**config.mk**
```make
export PLATFORM = sky130hd
export DESIGN_NAME = result_drain
export DESIGN_NICKNAME = d
export VERILOG_FILES = /design/src/source/matmul_pkg.sv /design/src/source/result_drain.sv
export VERILOG_INCLUDE_DIRS = /design/src /design/src/source
export SDC_FILE = /design/constraint.sdc
export NUM_CORES = 1
export LEC_CHECK = 0
export BUFFER_PORTS_ARGS = -buffer_cell sky130_fd_sc_hd__clkbuf_2
export CAP_MARGIN = 30
export CORE_AREA = 3 3 455 457
export DETAILED_ROUTE_END_ITERATION = 7
export DIE_AREA = 0 0 458 460
export PLACE_DENSITY_LB_ADDON = 0.12
export SYNTH_ARGS = -nofsm -noshare
export SYNTH_HDL_FRONTEND = slang
export SYNTH_SLANG_ARGS = --single-unit
```
**constraint.sdc**
```tcl
create_clock -name clk -period 28 [get_ports clk]
set_input_delay 4.2 -clock clk [delete_from_list [all_inputs] [get_ports clk]]
set_output_delay 4.2 -clock clk [all_outputs]
set_load 0.005 [all_outputs]
```
**src/source/matmul_defines.svh**
```systemverilog
`ifndef MATMUL_DEFINES_SVH
`define MATMUL_DEFINES_SVH

//////////////////////////////
// Array geometry
//////////////////////////////

// Matrix dimension, tied to the lane count of the vector processor
`define MAT_MUL_SIZE 8

// Width of the beat and row counters
`define LOG2_MAT_MUL_SIZE 3

// Element and accumulator width, products wrap modulo 2^16
`define DWIDTH 16

//////////////////////////////
// Vector pipeline control
//////////////////////////////

// One mask bit per row or column of an operand
`define MASK_WIDTH 8

`define REGIDWIDTH 8
`define NUMLANES 8

`endif

```
**src/source/matmul_pkg.sv**
```systemverilog
`include "matmul_defines.svh"

package matmul_pkg;

    //////////////////////////////
    // Elements and lane vectors
    //////////////////////////////

    // One matrix element, also used for every accumulator
    typedef logic [`DWIDTH-1:0] elem_t;

    // One value per lane, lane 0 in the low bits
    typedef elem_t [`MAT_MUL_SIZE-1:0] lane_vec_t;

    //////////////////////////////
    // Stage to stage beats
    //////////////////////////////

    // A column and B row after masking and skew
    // Lane i of both vectors is i cycles behind lane 0
    typedef struct packed {
        lane_vec_t a_col;
        lane_vec_t b_row;
        logic      valid;
    } operand_beat_t;

    // One row of the result matrix on its way out
    typedef struct packed {
        lane_vec_t                     data;
        logic [`LOG2_MAT_MUL_SIZE-1:0] row;
        logic                          valid;
    } result_row_t;

endpackage

```
**src/source/result_drain.sv**
```systemverilog
`timescale 1ns/1ps
`include "matmul_defines.svh"

module result_drain
    import matmul_pkg::*;
(
    input  logic        clk,
    input  logic        rst_n,
    input  logic        en,
    input  logic        activate,
    input  logic        compute_done,
    input  lane_vec_t   acc [`MAT_MUL_SIZE],
    output result_row_t row_out,
    output logic        stall
);

    lane_vec_t                     rows_q [`MAT_MUL_SIZE];
    logic [`LOG2_MAT_MUL_SIZE-1:0] row_cnt;
    logic                          draining;

    // Row 0 always sits at the head of the shift register
    always_ff @(posedge clk) begin
        if (en) begin
            if (compute_done) begin
                rows_q <= acc;
            end else if (draining) begin
                for (int r = 0; r < `MAT_MUL_SIZE - 1; r++) begin
                    rows_q[r] <= rows_q[r+1];
                end
            end
        end
    end

    always_ff @(posedge clk) begin
        if (!rst_n) begin
            draining <= 1'b0;
            row_cnt  <= '0;
            stall    <= 1'b0;
        end else begin
            // activate arrives already qualified with en and stall
            if (activate) begin
                stall <= 1'b1;
            end
            if (en) begin
                if (compute_done) begin
                    draining <= 1'b1;
                    row_cnt  <= '0;
                end else if (draining) begin
                    row_cnt <= row_cnt + 1'b1;
                    // Last row leaves in this cycle, so stall drops after it
                    if (&row_cnt) begin
                        draining <= 1'b0;
                        stall    <= 1'b0;
                    end
                end
            end
        end
    end

    // A frozen cycle shows no row, so each row strobes exactly once
    assign row_out = '{data: rows_q[0], row: row_cnt, valid: draining & en};

endmodule

```
==> flow_summary.yaml <==
power_and_ir_drop:
  clockPowerShare_pct: 43.9
  peakVddDrop_v: 0.0000542
  p_sw_uw: 886
  p_seq_share_pct: 48.0
  power.share.combinational_pct: 8.1
  p_int_uw: 2970
  power_density_nw_per_um2: 69.2
  p_leak_uw: 0.0212
  finalPower_uw: 3850
  swShare_pct: 23.0
detailed_routing:
  totalWireLength_mm: 155
  vias: 23100
  drtPass1Iterations: 5
  drc_errors: 0
  drtAntennaViolNets: 0
  wl_per_cell_um: 25.4
  drtIter0Drc: 1328
  via_per_inst: 3.79
clock_tree:
  cts_buffer_depth: 3
  holdBufCountCts: 0
  cts_buffers: 136
  htree_levels: 4
  ctsResizeCount: 0
  clk-insertion-delay-late_ns: 0.77
  root_buffer: "clkbuf_16"
  clk_transition_reported_paths_ns: 0.05
  cts_num_sinks: 1029
  cts_tree: "done"
  cts_setup_buffers: 0
timing:
  setup_viol: 0
  hold_slack_ns: 0.510
  maxSlewViolCount: 0
  max_slew_margin_pct: 26.4
  min_period_over_period_pct: 33.4
  tns_ns: 0
  fmax_mhz: 107
  layout_setup_ws_ns: 18.66
  rsz0062_at_grt: "false"
  min_period_ns: 9.34
  fin_worst_skew_ns: 0.0340
  worst_pin_slew_ns: 1.10
  hold_viol: 0
floorplan:
  initial_utilization_pct: 21.4
  ios: 1162
  chipHeight_um: 460
  rows: 166
  core_um2: 204000
  die_w_um: 458
  dieArea_um2: 211000
setup_path:
  cp.arrival_ns: 9.77
  reg2reg_slack_ns: 22.45
  r2r_end: "rows_q[680]"
  path_common_cell: "buf_4"
  crit-reg2reg-launch: "draining"
  cpPeakStageDelay_ns: 0.81
  critPathSlowestCell: "buf_4"
  path_buf_inv: 7
  crit_type: "in2reg"
  crit_family: "buffers and inverters"
  r2r_cells: 7
  cp-start-kind: "input port"
  cp_max_fo: 131
  path_cells: "buf_8, o21a_4, buf_4, buf_4, buf_4, buf_12, buf_4, buf_16"
  crit_path_end_kind: "flip-flop"
  required_ns: 28.43
grt:
  grt_pass1_vias: 24500
  grt_pass1_wl_mm: 207
  grt_overflow: 0
  grt_max_degree: 161
  antenna_found_initial: 141
  grt_usage_pct: 14.2
logic_synthesis:
  syn_area_um2: 43600
  ys_warn_count: 0
  seq_area_frac_synth_pct: 70.8
  syn_inst: 2172
  avgSynthCellArea_um2: 20.1
  syn_nets: 3203
  synth_seq_cells: 1029
  yosysUniqueCellTypes: 17
placed_design:
  dp_hpwl_mm: 118
  dp_slack_ns: 17.76
  portBuffers: 1161
  gp_congestion: 0.767
layout:
  final_common_cell: "clkbuf_2"
  nets: 4301
  drive_above_1_share_pct: 67.1
  postLayoutCoreUtil_pct: 27.3
  syn2layout_area_growth_pct: 27.7
  final_cell_mix: "clkbuf_2, edfxtp_1, mux2_2, mux2_4, clkbuf_16"
min_path:
  hp-start: "row_cnt[2]"
  holdPathStages: 2
  whs_endpoint: "row_cnt[2]"
  min_path_type: "reg2reg"
run_status:
  status: "completed"
run:
  drv_cap: 0
## stage by stage
stage | instances | cell area (µm²)
floorplan | 2172 | 43600
global placement | 5817 | 51200
detailed placement | 5820 | 51300
CTS | 6064 | 55600
global route | 6074 | 55600
finish | 6097 | 55600
## metal layers
layer  wire length (µm)  GRT usage (%)
met3              15200           6.94
met5                440              0
met1              58100           15.6
met2              76400           24.1
met4               4570           4.59
## worst register-to-register path: stages, from the launching register on
cell and delay [ns]:
dfxtp_1 0.39, o21a_4 0.66, buf_4 0.84, buf_4 0.81
buf_4 0.90, buf_12 0.56, buf_4 0.69, buf_16 0.32
## cell families (layout without fill, tap and decap cells)
family                   Yosys count  after routing  share of synthesized area [%]
adder cells (fa/ha/maj)            2              2                         0.0574
multiplexers                     896            896                           24.9
other                              0             33                              0
flip-flops                      1029           1029                           70.8
AND/OR/NAND/NOR                    9              9                          0.103
AO/OA/AOI/OAI                      7              7                          0.121
buffers and inverters            229           1433                           4.04
## flip-flops by register name (all words and copies together) (netlist names)
signal	cells
row_cnt	3
row_out	128
rows_q	896
stall	1
draining	1
## final cells by class
cell class / instances / area [µm²]
Antenna cell: 33 / 82.6
Sequential cell: 1029 / 30800
Fill cell: 20800 / 148000
Tap cell: 2688 / 3360
Timing Repair Buffer: 1188 / 6130
Multi-Input combinational cell: 914 / 11000
Clock inverter: 74 / 664
Clock buffer: 170 / 3570
Inverter: 1 / 3.75
## power by group through the flow
stage	registers [µW]	clock network (µW)	logic (µW)
floorplan	1940	0	196
global placement	1880	0	317
detailed placement	1880	0	319
CTS	1850	1760	322
global route	1860	1820	344
finish	1850	1690	312
## synth_stat cells (all sizes together)
cell type	count	area [µm²]
mux2	896	10800
buf	228	1760
edfxtp	1024	30700
dfxtp	5	100
ha	2	25.0
nand3b	1	7.51
o221a	1	11.3
a21boi	1	7.51
and2	2	12.5
inv	1	3.75
o21a	2	15.0
nand2b	1	6.26
nand2	5	18.8
o22ai	3	18.8
## worst max path at each step
stage                       from  cells past startpoint            to  slack [ns]
finish              compute_done                      8   rows_q[680]       18.66
global placement    compute_done                      7   rows_q[171]       17.52
global route        compute_done                      8   rows_q[680]       18.25
CTS                 compute_done                      8   rows_q[685]       18.63
floorplan           compute_done                      3  row_out[100]        2.54
detailed placement  compute_done                      8   rows_q[169]       17.76
Note: power is estimated with default switching activity, not from simulation.
