--- src/source/matmul_defines.svh ---
`ifndef MATMUL_DEFINES_SVH
`define MATMUL_DEFINES_SVH

//////////////////////////////
// Array geometry
//////////////////////////////

// Matrix dimension, tied to the lane count of the vector processor
`define MAT_MUL_SIZE 8

// Width of the beat and row counters
`define LOG2_MAT_MUL_SIZE 3

// Element and accumulator width, products wrap modulo 2^16
`define DWIDTH 16

//////////////////////////////
// Vector pipeline control
//////////////////////////////

// One mask bit per row or column of an operand
`define MASK_WIDTH 8

`define REGIDWIDTH 8
`define NUMLANES 8

`endif

--- src/source/matmul_pkg.sv ---
`include "matmul_defines.svh"

package matmul_pkg;

    //////////////////////////////
    // Elements and lane vectors
    //////////////////////////////

    // One matrix element, also used for every accumulator
    typedef logic [`DWIDTH-1:0] elem_t;

    // One value per lane, lane 0 in the low bits
    typedef elem_t [`MAT_MUL_SIZE-1:0] lane_vec_t;

    //////////////////////////////
    // Stage to stage beats
    //////////////////////////////

    // A column and B row after masking and skew
    // Lane i of both vectors is i cycles behind lane 0
    typedef struct packed {
        lane_vec_t a_col;
        lane_vec_t b_row;
        logic      valid;
    } operand_beat_t;

    // One row of the result matrix on its way out
    typedef struct packed {
        lane_vec_t                     data;
        logic [`LOG2_MAT_MUL_SIZE-1:0] row;
        logic                          valid;
    } result_row_t;

endpackage

--- src/source/vec_ctrl_pkg.sv ---
`include "matmul_defines.svh"

package vec_ctrl_pkg;

    // Writeback tag that travels with the instruction
    typedef struct packed {
        logic [`REGIDWIDTH-1:0] dst;
        logic                   we;
        logic [`NUMLANES-1:0]   mask;
    } wb_tag_t;

    // Operand validity masks, a clear bit turns the row or column into zeros
    typedef struct packed {
        logic [`MASK_WIDTH-1:0] a_rows;
        logic [`MASK_WIDTH-1:0] a_cols;
        logic [`MASK_WIDTH-1:0] b_rows;
        logic [`MASK_WIDTH-1:0] b_cols;
    } valid_masks_t;

endpackage

--- src/source/operand_skew.sv ---
`timescale 1ns/1ps
`include "matmul_defines.svh"

module operand_skew
    import matmul_pkg::*;
    import vec_ctrl_pkg::*;
(
    input  logic          clk,
    input  logic          rst_n,
    input  logic          en,
    input  logic          activate,
    input  lane_vec_t     a_data,
    input  lane_vec_t     b_data,
    input  valid_masks_t  masks,
    output operand_beat_t beat,
    output logic          feeding
);

    logic [`LOG2_MAT_MUL_SIZE-1:0] beat_cnt;
    logic [`LOG2_MAT_MUL_SIZE-1:0] k;
    valid_masks_t                  masks_q;
    valid_masks_t                  masks_use;
    logic                          take;
    logic                          valid_q;
    lane_vec_t                     a_masked;
    lane_vec_t                     b_masked;

    // Beat 0 is taken in the activate cycle with the live masks
    assign take      = activate | feeding;
    assign k         = feeding ? beat_cnt : '0;
    assign masks_use = feeding ? masks_q : masks;

    always_comb begin
        for (int n = 0; n < `MAT_MUL_SIZE; n++) begin
            a_masked[n] = (take && masks_use.a_rows[n] && masks_use.a_cols[k])
                        ? a_data[n] : '0;
            b_masked[n] = (take && masks_use.b_cols[n] && masks_use.b_rows[k])
                        ? b_data[n] : '0;
        end
    end

    always_ff @(posedge clk) begin
        if (en && activate) begin
            masks_q <= masks;
        end
    end

    // Beats 1 to 7 follow activate in consecutive enabled cycles
    always_ff @(posedge clk) begin
        if (!rst_n) begin
            feeding  <= 1'b0;
            beat_cnt <= '0;
            valid_q  <= 1'b0;
        end else if (en) begin
            valid_q <= take;
            if (activate) begin
                feeding  <= 1'b1;
                beat_cnt <= `LOG2_MAT_MUL_SIZE'(1);
            end else if (feeding) begin
                beat_cnt <= beat_cnt + 1'b1;
                if (&beat_cnt) begin
                    feeding <= 1'b0;
                end
            end
        end
    end

    // Lane i sits behind i extra registers, which forms the diagonal wavefront
    for (genvar i = 0; i < `MAT_MUL_SIZE; i++) begin : g_lane
        elem_t a_dly [i+1];
        elem_t b_dly [i+1];

        always_ff @(posedge clk) begin
            if (!rst_n) begin
                for (int d = 0; d <= i; d++) begin
                    a_dly[d] <= '0;
                    b_dly[d] <= '0;
                end
            end else if (en) begin
                a_dly[0] <= a_masked[i];
                b_dly[0] <= b_masked[i];
                for (int d = 1; d <= i; d++) begin
                    a_dly[d] <= a_dly[d-1];
                    b_dly[d] <= b_dly[d-1];
                end
            end
        end

        assign beat.a_col[i] = a_dly[i];
        assign beat.b_row[i] = b_dly[i];
    end

    assign beat.valid = valid_q;

endmodule

--- config.mk ---
export PLATFORM = sky130hd
export DESIGN_NAME = operand_skew
export DESIGN_NICKNAME = d
export VERILOG_FILES = /design/src/source/matmul_pkg.sv /design/src/source/vec_ctrl_pkg.sv /design/src/source/operand_skew.sv
export VERILOG_INCLUDE_DIRS = /design/src /design/src/source
export SDC_FILE = /design/constraint.sdc
export NUM_CORES = 1
export LEC_CHECK = 0
export ABC_AREA = 1
export BUFFER_PORTS_ARGS = -buffer_cell sky130_fd_sc_hd__clkbuf_2
export CAP_MARGIN = 20
export CORE_MARGIN = 3
export CORE_UTILIZATION = 45
export CTS_BUF_LIST = sky130_fd_sc_hd__clkbuf_4 sky130_fd_sc_hd__clkbuf_8
export DETAILED_ROUTE_END_ITERATION = 6
export GPL_TIMING_DRIVEN = 0
export REMOVE_ABC_BUFFERS = 1
export SYNTH_ARGS = -nofsm -noshare
export SYNTH_HDL_FRONTEND = slang
export SYNTH_SLANG_ARGS = --single-unit
--- constraint.sdc ---
create_clock -name clk -period 63.9 [get_ports clk]
set_input_delay 12.78 -clock clk [delete_from_list [all_inputs] [get_ports clk]]
set_output_delay 12.78 -clock clk [all_outputs]
set_load 0.01 [all_outputs]
==> metrics.md <==
| Metric | Value |
|---|---|
| P_leak | 24.4 nW |
| Initial Util | 45.5% |
| Main synth FF type | edfxtp_1 |
| Worst rel slew slack | 43.7% |
| RSZ-0062 raised after global routing | no |
| Share of cells above drive strength 1 | 22.9% |
| Htree depth | 4 |
| Pwr Density | 30.1 mW/mm^2 |
| # DRC | 0 |
| Worst-path maximum fanout | 101 |
| Power share of the clock group | 38.8% |
| Leading area contributor after synthesis | edfxtp_1 |
| Clock transition at path regs | 0.06 ns |
| Period minus WS final | 15.12 ns |
| Flop pwr share | 55.9% |
| Die Area | 0.109 mm^2 |
| Slew Limit Fails | 0 |
| Synth-to-Final Area Change | 15.4% |
| Gr ovfl total | 0 |
| TNS Setup | 0 ns |
| Clk Latency, worst-skew pair | 0.84 ns |
| CTS Hold Buffers Added | 0 |
| Type of the worst min-delay path | register to register |
| First-pass GRT wire length | 127 mm |
| Number of buffers added on ports | 549 |
| Status | complete, no violations |
| Largest cells by area after synthesis | edfxtp_1 (75%), inv_1 (9.3%), nor2_1 (7.3%) |
| Final wirelength | 82.7 mm |
| EDFF count, synth | 1,184 |
| Final Hold Vio Count | 0 |
| Most frequent cells after synthesis | edfxtp_1 (1,184), inv_1 (1,164), nor2_1 (919) |
| Syn Inst Count | 3,899 |
| Clock Tree Root | clkbuf_8 |
| Detailed router's first-iteration violation count | 1,733 |
| CTS tree | built |
| MaxCap Viol Count | 0 |
| Critical Path End Type | register |
| Syn_area_per_cell | 12.1 um^2 |
| Sw Share | 21.9% |
| DRT antenna net count | 0 |
| Worst-Margin Slew | 0.844 ns |
| CTS buffer count | 195 |
| TritonCTS Sinks | 1,189 |
| Seq/Total Area, Yosys | 75.5% |
| Via/cell ratio | 4.18 |
| Combinational fraction of design power | 5.3% |
| Ys Warns | 0 |
| Vias in the first global route | 24,000 |
| WP data arrival | 15.60 ns |
| Core Box Area | 0.104 mm^2 |
| Row Count | 118 |
| Via count | 24,900 |
| Die Wd | 330 um |
| Postcts setup bufs | 0 |
| Switch Pwr | 0.000360 W |
| Final #Nets | 4,703 |
| Setup-failing EPs final | 0 |
| VDD IR max | 0.0172 mV |
| Min Hold Slack | 0.475 ns |
| TritonRoute pass-1 iters | 5 |
| Routed wire per std cell | 13.9 um |
| Filler cells | 9,006 |
| Int Power | 0.00128 W |
| Unique masters post-synth | 21 |
| Max Buffers Root-to-Sink | 3 |
| # resized after CTS | 0 |
| Number of I/O pins | 550 |
| Most common cell in the netlist | edfxtp_1 |
| Placed wire-length estimate | 52.1 mm |
| Routability cong. | 0.773 |
| Mapped Area | 0.0472 mm^2 |
| Gr usage total | 15.1% |
| Worst setup SP type | input port |
| Post-synthesis async set-or-reset flop share | 0% |
| Largest net degree at the start of global routing | 102 |
| Fmax | 66.1 MHz |
| Yosys reg bits | 1,189 |
| Layout Skew | 0.0417 ns |
| Initial antenna violation count | 23 |
| Worst Path Required | 64.38 ns |
| Die height | 330 um |
| Fin crit share | 23.7% |
| Top-area cell type share of the netlist area | 75.3% |
| Critical path class | input port to register |
through the flow:
stage / cells / worst slack, ns / power, W / util, % / area, um^2
2_1_floorplan: 3632 / 24.68 / 0.00103 / - / 45400
3_3_place_gp: 5561 / 3.36 / 0.00110 / 48.1 / 49900
3_5_place_dp: 5591 / 47.77 / 0.00102 / 48.9 / 50700
4_1_cts: 5939 / 48.70 / 0.00167 / 52.5 / 54500
5_1_grt: 5948 / 48.58 / 0.00172 / 52.5 / 54500
6_report: 5953 / 48.78 / 0.00164 / 52.5 / 54500
worst max-delay path, stage by stage:
cell      delay, ns
clkbuf_8       0.40
nand2_4        0.59
buf_16         0.30
buf_16         0.30
buf_16         0.34
buf_16         0.33
buf_16         0.35
metal layers:
layer	share of wire (%)	vias to the layer above	global-route usage, %
li1	-	12700	-
met1	39	11400	17.2
met2	50	529	25.2
met3	7.6	169	5.81
met4	3.1	20	6.86
met5	0.17	-	0
logic make-up after synthesis:
family	Yosys count	share of synthesized area, %
buffers and inverters	1431	13.1
AND/OR/NAND/NOR	1252	11.1
flip-flops	1189	75.5
AO/OA/AOI/OAI	25	0.265
adder cells (fa/ha/maj)	2	0.0530
power by group through the flow:
stage	combinational [W]	clock, W	sequential, W
2_1_floorplan	0.0000506	0	0.000983
3_3_place_gp	0.0000977	0	0.00100
3_5_place_dp	0.0000896	0	0.000935
4_1_cts	0.0000901	0.000661	0.000919
5_1_grt	0.0000997	0.000698	0.000922
6_report	0.0000877	0.000637	0.000918
cell usage in the layout, fill, tap and decap left out, drive strengths merged:
master    synthesis  final
diode             0     13
a21oi            24     24
bufinv            0      4
edfxtp         1184   1184
nand2           174    174
ha                2      2
dfxtp             5      5
buf             250     31
clkinv            0     65
o21ai             1      1
inv            1164   1168
clkbuf           17    822
nor2           1061   1061
nand3            13     13
clkinvlp          0      2
nand4             4      4
flip-flops by register name (all words and copies together) (netlist names):
| name | cells |
|---|---|
| masks_q | 32 |
| valid_q | 1 |
| g_lane.a_dly | 576 |
| g_lane.b_dly | 576 |
| beat_cnt | 3 |
| feeding | 1 |
cell type report:
cell class	count	area, um^2	share of cell area, %
Antenna cell	13	32.5	0.0597
Clock buffer	273	3300	6.05
Clock inverter	75	453	0.831
Inverter	1164	4370	8.01
Multi-Input combinational cell	1279	5410	9.92
Sequential cell	1189	35700	65.4
Tap cell	1380	1730	3.17
Timing Repair Buffer	580	3570	6.56
path summary, 6_finish.rpt:
path	start	to	slack, ns	cells past startpoint
hold / removal	valid_q	valid_q	0.47	2
hold reg to reg	valid_q	valid_q	0.47	2
setup reg to reg	feeding	g_lane[0].a_dly[0][6]	61.19	9
setup / recovery	rst_n	g_lane[7].b_dly[0][92]	48.78	7
No activity file was read; power rests on OpenSTA's default activity.
