--- src/source/matmul_defines.svh ---
`ifndef MATMUL_DEFINES_SVH
`define MATMUL_DEFINES_SVH

//////////////////////////////
// Array geometry
//////////////////////////////

// Matrix dimension, tied to the lane count of the vector processor
`define MAT_MUL_SIZE 8

// Width of the beat and row counters
`define LOG2_MAT_MUL_SIZE 3

// Element and accumulator width, products wrap modulo 2^16
`define DWIDTH 16

//////////////////////////////
// Vector pipeline control
//////////////////////////////

// One mask bit per row or column of an operand
`define MASK_WIDTH 8

`define REGIDWIDTH 8
`define NUMLANES 8

`endif

--- src/source/vec_ctrl_pkg.sv ---
`include "matmul_defines.svh"

package vec_ctrl_pkg;

    // Writeback tag that travels with the instruction
    typedef struct packed {
        logic [`REGIDWIDTH-1:0] dst;
        logic                   we;
        logic [`NUMLANES-1:0]   mask;
    } wb_tag_t;

    // Operand validity masks, a clear bit turns the row or column into zeros
    typedef struct packed {
        logic [`MASK_WIDTH-1:0] a_rows;
        logic [`MASK_WIDTH-1:0] a_cols;
        logic [`MASK_WIDTH-1:0] b_rows;
        logic [`MASK_WIDTH-1:0] b_cols;
    } valid_masks_t;

endpackage

--- src/source/wb_tag_track.sv ---
`timescale 1ns/1ps
`include "matmul_defines.svh"

module wb_tag_track
    import vec_ctrl_pkg::*;
(
    input  logic    clk,
    input  logic    rst_n,
    input  logic    activate,
    input  logic    squash,
    input  logic    stall,
    input  wb_tag_t tag_in,
    output wb_tag_t tag_out
);

    wb_tag_t tag_q;

    //////////////////////////////
    // Tag capture and squash
    //////////////////////////////

    // Only one operation is in flight, so one copy of the tag is enough
    always_ff @(posedge clk) begin
        if (!rst_n) begin
            tag_q <= '0;
        end else if (activate) begin
            tag_q <= tag_in;
        end else if (squash && stall) begin
            // Cancelled writeback keeps its dst and lane mask, only we drops
            tag_q.we <= 1'b0;
        end
    end

    assign tag_out = tag_q;

endmodule

--- config.mk ---
export PLATFORM = sky130hd
export DESIGN_NAME = wb_tag_track
export DESIGN_NICKNAME = d
export VERILOG_FILES = /design/src/source/vec_ctrl_pkg.sv /design/src/source/wb_tag_track.sv
export VERILOG_INCLUDE_DIRS = /design/src /design/src/source
export SDC_FILE = /design/constraint.sdc
export NUM_CORES = 1
export LEC_CHECK = 0
export ABC_AREA = 1
export BUFFER_PORTS_ARGS = -buffer_cell sky130_fd_sc_hd__buf_4
export CAP_MARGIN = 20
export CELL_PAD_IN_SITES_DETAIL_PLACEMENT = 1
export CELL_PAD_IN_SITES_GLOBAL_PLACEMENT = 1
export CORE_ASPECT_RATIO = 1.4
export CORE_MARGIN = 2
export CORE_UTILIZATION = 29
export CTS_BUF_LIST = sky130_fd_sc_hd__clkbuf_16
export CTS_CLUSTER_SIZE = 24
export DETAILED_ROUTE_END_ITERATION = 8
export PLACE_DENSITY_LB_ADDON = 0.1
export SLEW_MARGIN = 10
export SYNTH_ARGS = -nofsm -noshare
export SYNTH_HDL_FRONTEND = slang
export SYNTH_SLANG_ARGS = --single-unit
--- constraint.sdc ---
create_clock -name clk -period 0.86 [get_ports clk]
set_input_delay 0.043 -clock clk [delete_from_list [all_inputs] [get_ports clk]]
set_output_delay 0.043 -clock clk [all_outputs]
set_load 0.05 [all_outputs]
==> results of run 1 <==
per-layer routing:
layer	vias to the layer above	wire [microns]	track usage (%)
li1	317	-	-
met1	293	640	14.4
met2	23	835	23.7
met3	2	131	4.27
met4	0	13	5.19
met5	-	0	0
layout by cell type (no fill, tap or decap):
cell type   n
a21oi_2     1
buf_4      38
clkbuf_16   3
dfxtp_1     2
dfxtp_2    15
inv_1       2
inv_8       1
nand2_1     4
nor2_1     32
o21ai_0    13
o21ai_1     3
synthesized netlist by cell type:
cell     number  area share (%)
buf_8         1             2.4
o21ai_0      13              10
nand2_1       4             2.4
a21oi_2       1             1.4
buf_6         3             5.4
inv_1         1            0.60
dfxtp_1      17              54
nor2_1       32              19
inv_8         1             1.8
o21ai_1       3             2.4
how the worst max path moves through the flow:
stage | start | cells after the start | endpoint
final | tag_out[1] | 1 | tag_out[1]
after detailed placement | activate | 4 | tag_out[9]
after global routing | tag_out[1] | 1 | tag_out[1]
after CTS | tag_out[1] | 1 | tag_out[1]
after floorplan | tag_out[1] | 2 | tag_out[1]
after global placement | activate | 4 | tag_out[5]
stage by stage:
stage	hold WS [ps]	instances	worst slack (ps)	utilization, %	cell area (sq um)
final	23.9	135	50.3	49.5	988
after global routing	26.1	135	9.36	49.5	988
after CTS	21.7	135	45.5	49.5	988
after detailed placement	273	131	218	45.6	910
after global placement	265	131	219	45.6	910
after floorplan	171	76	15.1	-	647
power breakdown:
part           internal (mW)  leakage, nW  switching [mW]  total [mW]
clock network          0.616       0.0423           0.284       0.900
logic                  0.162        0.299           0.296       0.458
registers              0.854        0.146          0.0263       0.880
total                   1.63        0.487           0.606        2.24
cell type report:
cell class / count / area [sq um] / share of cell area, %
Clock inverter: 1 / 3.75 / 0.380
Inverter: 2 / 15.0 / 1.52
Multi-Input combinational cell: 53 / 224 / 22.7
Sequential cell: 17 / 359 / 36.3
Timing Repair Buffer: 38 / 285 / 28.9
Clock buffer: 3 / 75.1 / 7.59
Tap cell: 21 / 26.3 / 2.66
cells by family after synthesis:
family	count (synthesis)	synth area share, %
DFF	17	54.2
buffers and inverters	6	10.2
and+or+nand+nor	36	21.5
AOI/OAI and AO/OA	17	14.1
==> flow_summary.ini, run 1 <==
[outcome]
outcome = completed

[setup_path]
startpoint_type = flop
slowest_stage = dfxtp_1
reg2reg_depth = 2
path_cells = buf_4
cp.required_ps = 820
end_kind = output port
regToRegSetupSlack_ps = 230
r2r_start = tag_out[0]
r2r-end = tag_out[0]
cp.arrival_ps = 770
cp_slowest_stage_delay_ps = 330
path_max_fanout = 2
worstSetupPathType = reg2out
cp_num_buf_inv = 1
cp_top_family = flip-flops

[floorplan]
rows = 19
io_pins = 39
core_area_sq_um = 2000
start_util_pct = 31.5
die-height_microns = 59.1
die_area_sq_um = 2560
die_x_microns = 43.3

[finish]
nets = 137
largest_reg_flops = 17
n_fill_cell = 257
final_layout_size_suffix_gt1_share_pct = 50.9
area_growth_pct = 57.4
diodes = 0

[job]
drv_cap = 0

[cts]
clk_pin_slew_worst_paths_ps = 50
clock_path_buffers = 2
insertion_delay_ps = 240
htree_levels = 1
cts_resized = 0
cts_tree = built
clock-sinks = 17
cts_buffers = 3
cts_setup_buffers = 0
cts_hold_buf = 0
cts-root-buf = clkbuf_16

[route]
drtIter0Drc = 4
vias = 635
totalWireLength_microns = 1620
drc = 0
ant_nets = 0
dr.pass1.iters = 4
detail_route.vias_per_cell = 4.70
wire_per_inst_microns = 12.0

[global_route]
grt_pass1_vias = 604
antenna_found_initial = 0
grt.overflow.total = 0
grt_start_max_net_pins = 19
grtUsageTotal_pct = 13.3
grt_pass1_wl_microns = 2550

[sta]
finClkSkew_ps = 0
fin_crit_sh_pct = 94.2
min_period_ps = 810
fmax_mhz = 1230
setup_viol = 0
tightest_slew_ps = 211
rsz0062_at_grt = no
hold_viol_final = 0
relSlewSlack_pct = 86.0
slew_violations = 0
tns_ps = 0

[yosys]
synth_fp_nets = 98
ys_seq_area_share_pct = 54.2
synth.distinct_cells = 10
yosysWarningCount = 0
netlist_area_sq_um = 628
syn_inst = 76
ys_ff_latch = 17
synth_area_per_cell_sq_um = 8.26

[place]
gp_congestion = 0.628
dp_hpwl_microns = 1150
io_buffers = 38

[hold_path]
hold_class = in2reg
holdPathStages = 3
hold_path_end = tag_out[3]
worstHoldStart = tag_in[3]

[power_and_ir_drop]
powerDensity_nw_per_um2 = 2260
vdd_ir_drop_max_mv = 1.18
leakage_nw = 0.487
finalPower_mw = 2.24
No activity file was read; power rests on OpenSTA's default activity.
==> run 2, diff against run 1 <==
==> constraint.sdc (replaced) <==
create_clock -name clk -period 1.02 [get_ports clk]
set_input_delay 0.051 -clock clk [delete_from_list [all_inputs] [get_ports clk]]
set_output_delay 0.051 -clock clk [all_outputs]
set_load 0.05 [all_outputs]
==> run 2 against run 1 <==
  * Critical path type unchanged
  * Final cell count is the same
  * Die area is the same
  * Critical endpoint is now tag_out[13]
  * Sequential power shrank 16%
  * Combinational power shrank 16%
  * Utilization shrank 0.88 points
  * First-iteration DRC count shrank 75%
  * Sequential share of layout area shrank 1.3 points
  * Hold slack gained 3.1 ps
  * Non-clock buffer count is the same
==> flow_summary.ini, run 2 (synthesized netlist as in run 1, its figures left out) <==
[cts]
cts_setup_buffers = 0
clock_path_buffers = 2
cts-root-buf = clkbuf_16
insertion_delay_ps = 240
cts_tree = built
cts_hold_buf = 0
clock-sinks = 17
cts_resized = 0
cts_buffers = 3
htree_levels = 1
clk_pin_slew_worst_paths_ps = 50

[route]
dr.pass1.iters = 2
drtIter0Drc = 1
wire_per_inst_microns = 11.5
detail_route.vias_per_cell = 4.69
vias = 633
drc = 0
ant_nets = 0
totalWireLength_microns = 1550

[setup_path]
cp_top_family = flip-flops
path_cells = buf_4
cp.required_ps = 970
cp_num_buf_inv = 1
path_max_fanout = 2
end_kind = output port
crit_start = tag_out[13]
startpoint_type = flop
cp.arrival_ps = 790
slowest_stage = dfxtp_1
worstSetupPathType = reg2out
cp_slowest_stage_delay_ps = 340
r2r_start = tag_out[0]

[global_route]
grt_pass1_wl_microns = 2600
grtUsageTotal_pct = 13.1
grt_pass1_vias = 628
antenna_found_initial = 0
grt_start_max_net_pins = 19
grt.overflow.total = 0

[floorplan]
rows = 19
start_util_pct = 31.5
core_area_sq_um = 2000
die_area_sq_um = 2560
io_pins = 39
die_x_microns = 43.3
die-height_microns = 59.1

[sta]
hold_viol_final = 0
setup_viol = 0
fin_crit_sh_pct = 82.6
rsz0062_at_grt = no
min_period_ps = 843
tightest_slew_ps = 203
finClkSkew_ps = 0
relSlewSlack_pct = 86.4
slew_violations = 0
holdWs_ps = 27.0
tns_ps = 0
fmax_mhz = 1190

[place]
dp.cells = 131
dp_hpwl_microns = 1150
gp_congestion = 0.673
place_area_sq_um = 891
io_buffers = 38

[outcome]
outcome = completed

[power_and_ir_drop]
vdd_ir_drop_max_mv = 1.22
leakage_nw = 0.481
powerDensity_nw_per_um2 = 1950

[finish]
finalNonFillerCells = 135
diodes = 0
area_growth_pct = 54.6
mostFrequentLayoutCell = buf_4
final_layout_size_suffix_gt1_share_pct = 38.6
largest_reg_flops = 17
final_area_sq_um = 971
nets = 137
layout_common_cells = buf_4 (38), nor2_1 (32), dfxtp_1 (17), o21ai_0 (13), nand2_1 (4)

[job]
drv_cap = 0

[hold_path]
hold_class = in2reg
worstHoldStart = tag_in[11]
run 2: final cells by class:
| type | instances | area [sq um] |
|---|---|---|
| Timing Repair Buffer | 38 | 285 |
| Inverter | 2 | 15.0 |
| Fill cell | 252 | 1030 |
| Sequential cell | 17 | 340 |
| Multi-Input combinational cell | 53 | 224 |
| Tap cell | 21 | 26.3 |
| Clock inverter | 1 | 5.00 |
| Clock buffer | 3 | 75.1 |
run 2: final timing paths:
kind	end	slack (ps)	cells after the start
min reg2reg	tag_out[8]	470	2
min	tag_out[11]	30	3
max	tag_out[13]	180	1
max reg2reg	tag_out[0]	390	2
run 2: metal layers:
metal	vias to the layer above	routed length, microns	track usage (%)
met5	-	0	0
met4	0	12	3.90
met1	291	664	15.5
met3	2	98	3.05
li1	316	-	-
met2	24	770	23.2
run 2: per-stage QoR:
stage | power (mW) | setup slack [ps] | utilization (%)
global placement | 1.13 | 396 | 44.6
floorplan | 0.997 | 113 | -
CTS | 1.91 | 174 | 48.6
finish | 1.89 | 177 | 48.6
global route | 1.97 | 152 | 48.6
detailed placement | 1.14 | 382 | 44.6
run 2: report_power, final:
| group | internal [mW] | switching, mW | total [mW] |
|---|---|---|---|
| clock | 0.524 | 0.247 | 0.770 |
| sequential | 0.712 | 0.0233 | 0.735 |
| combinational | 0.136 | 0.248 | 0.384 |
| total | 1.37 | 0.518 | 1.89 |
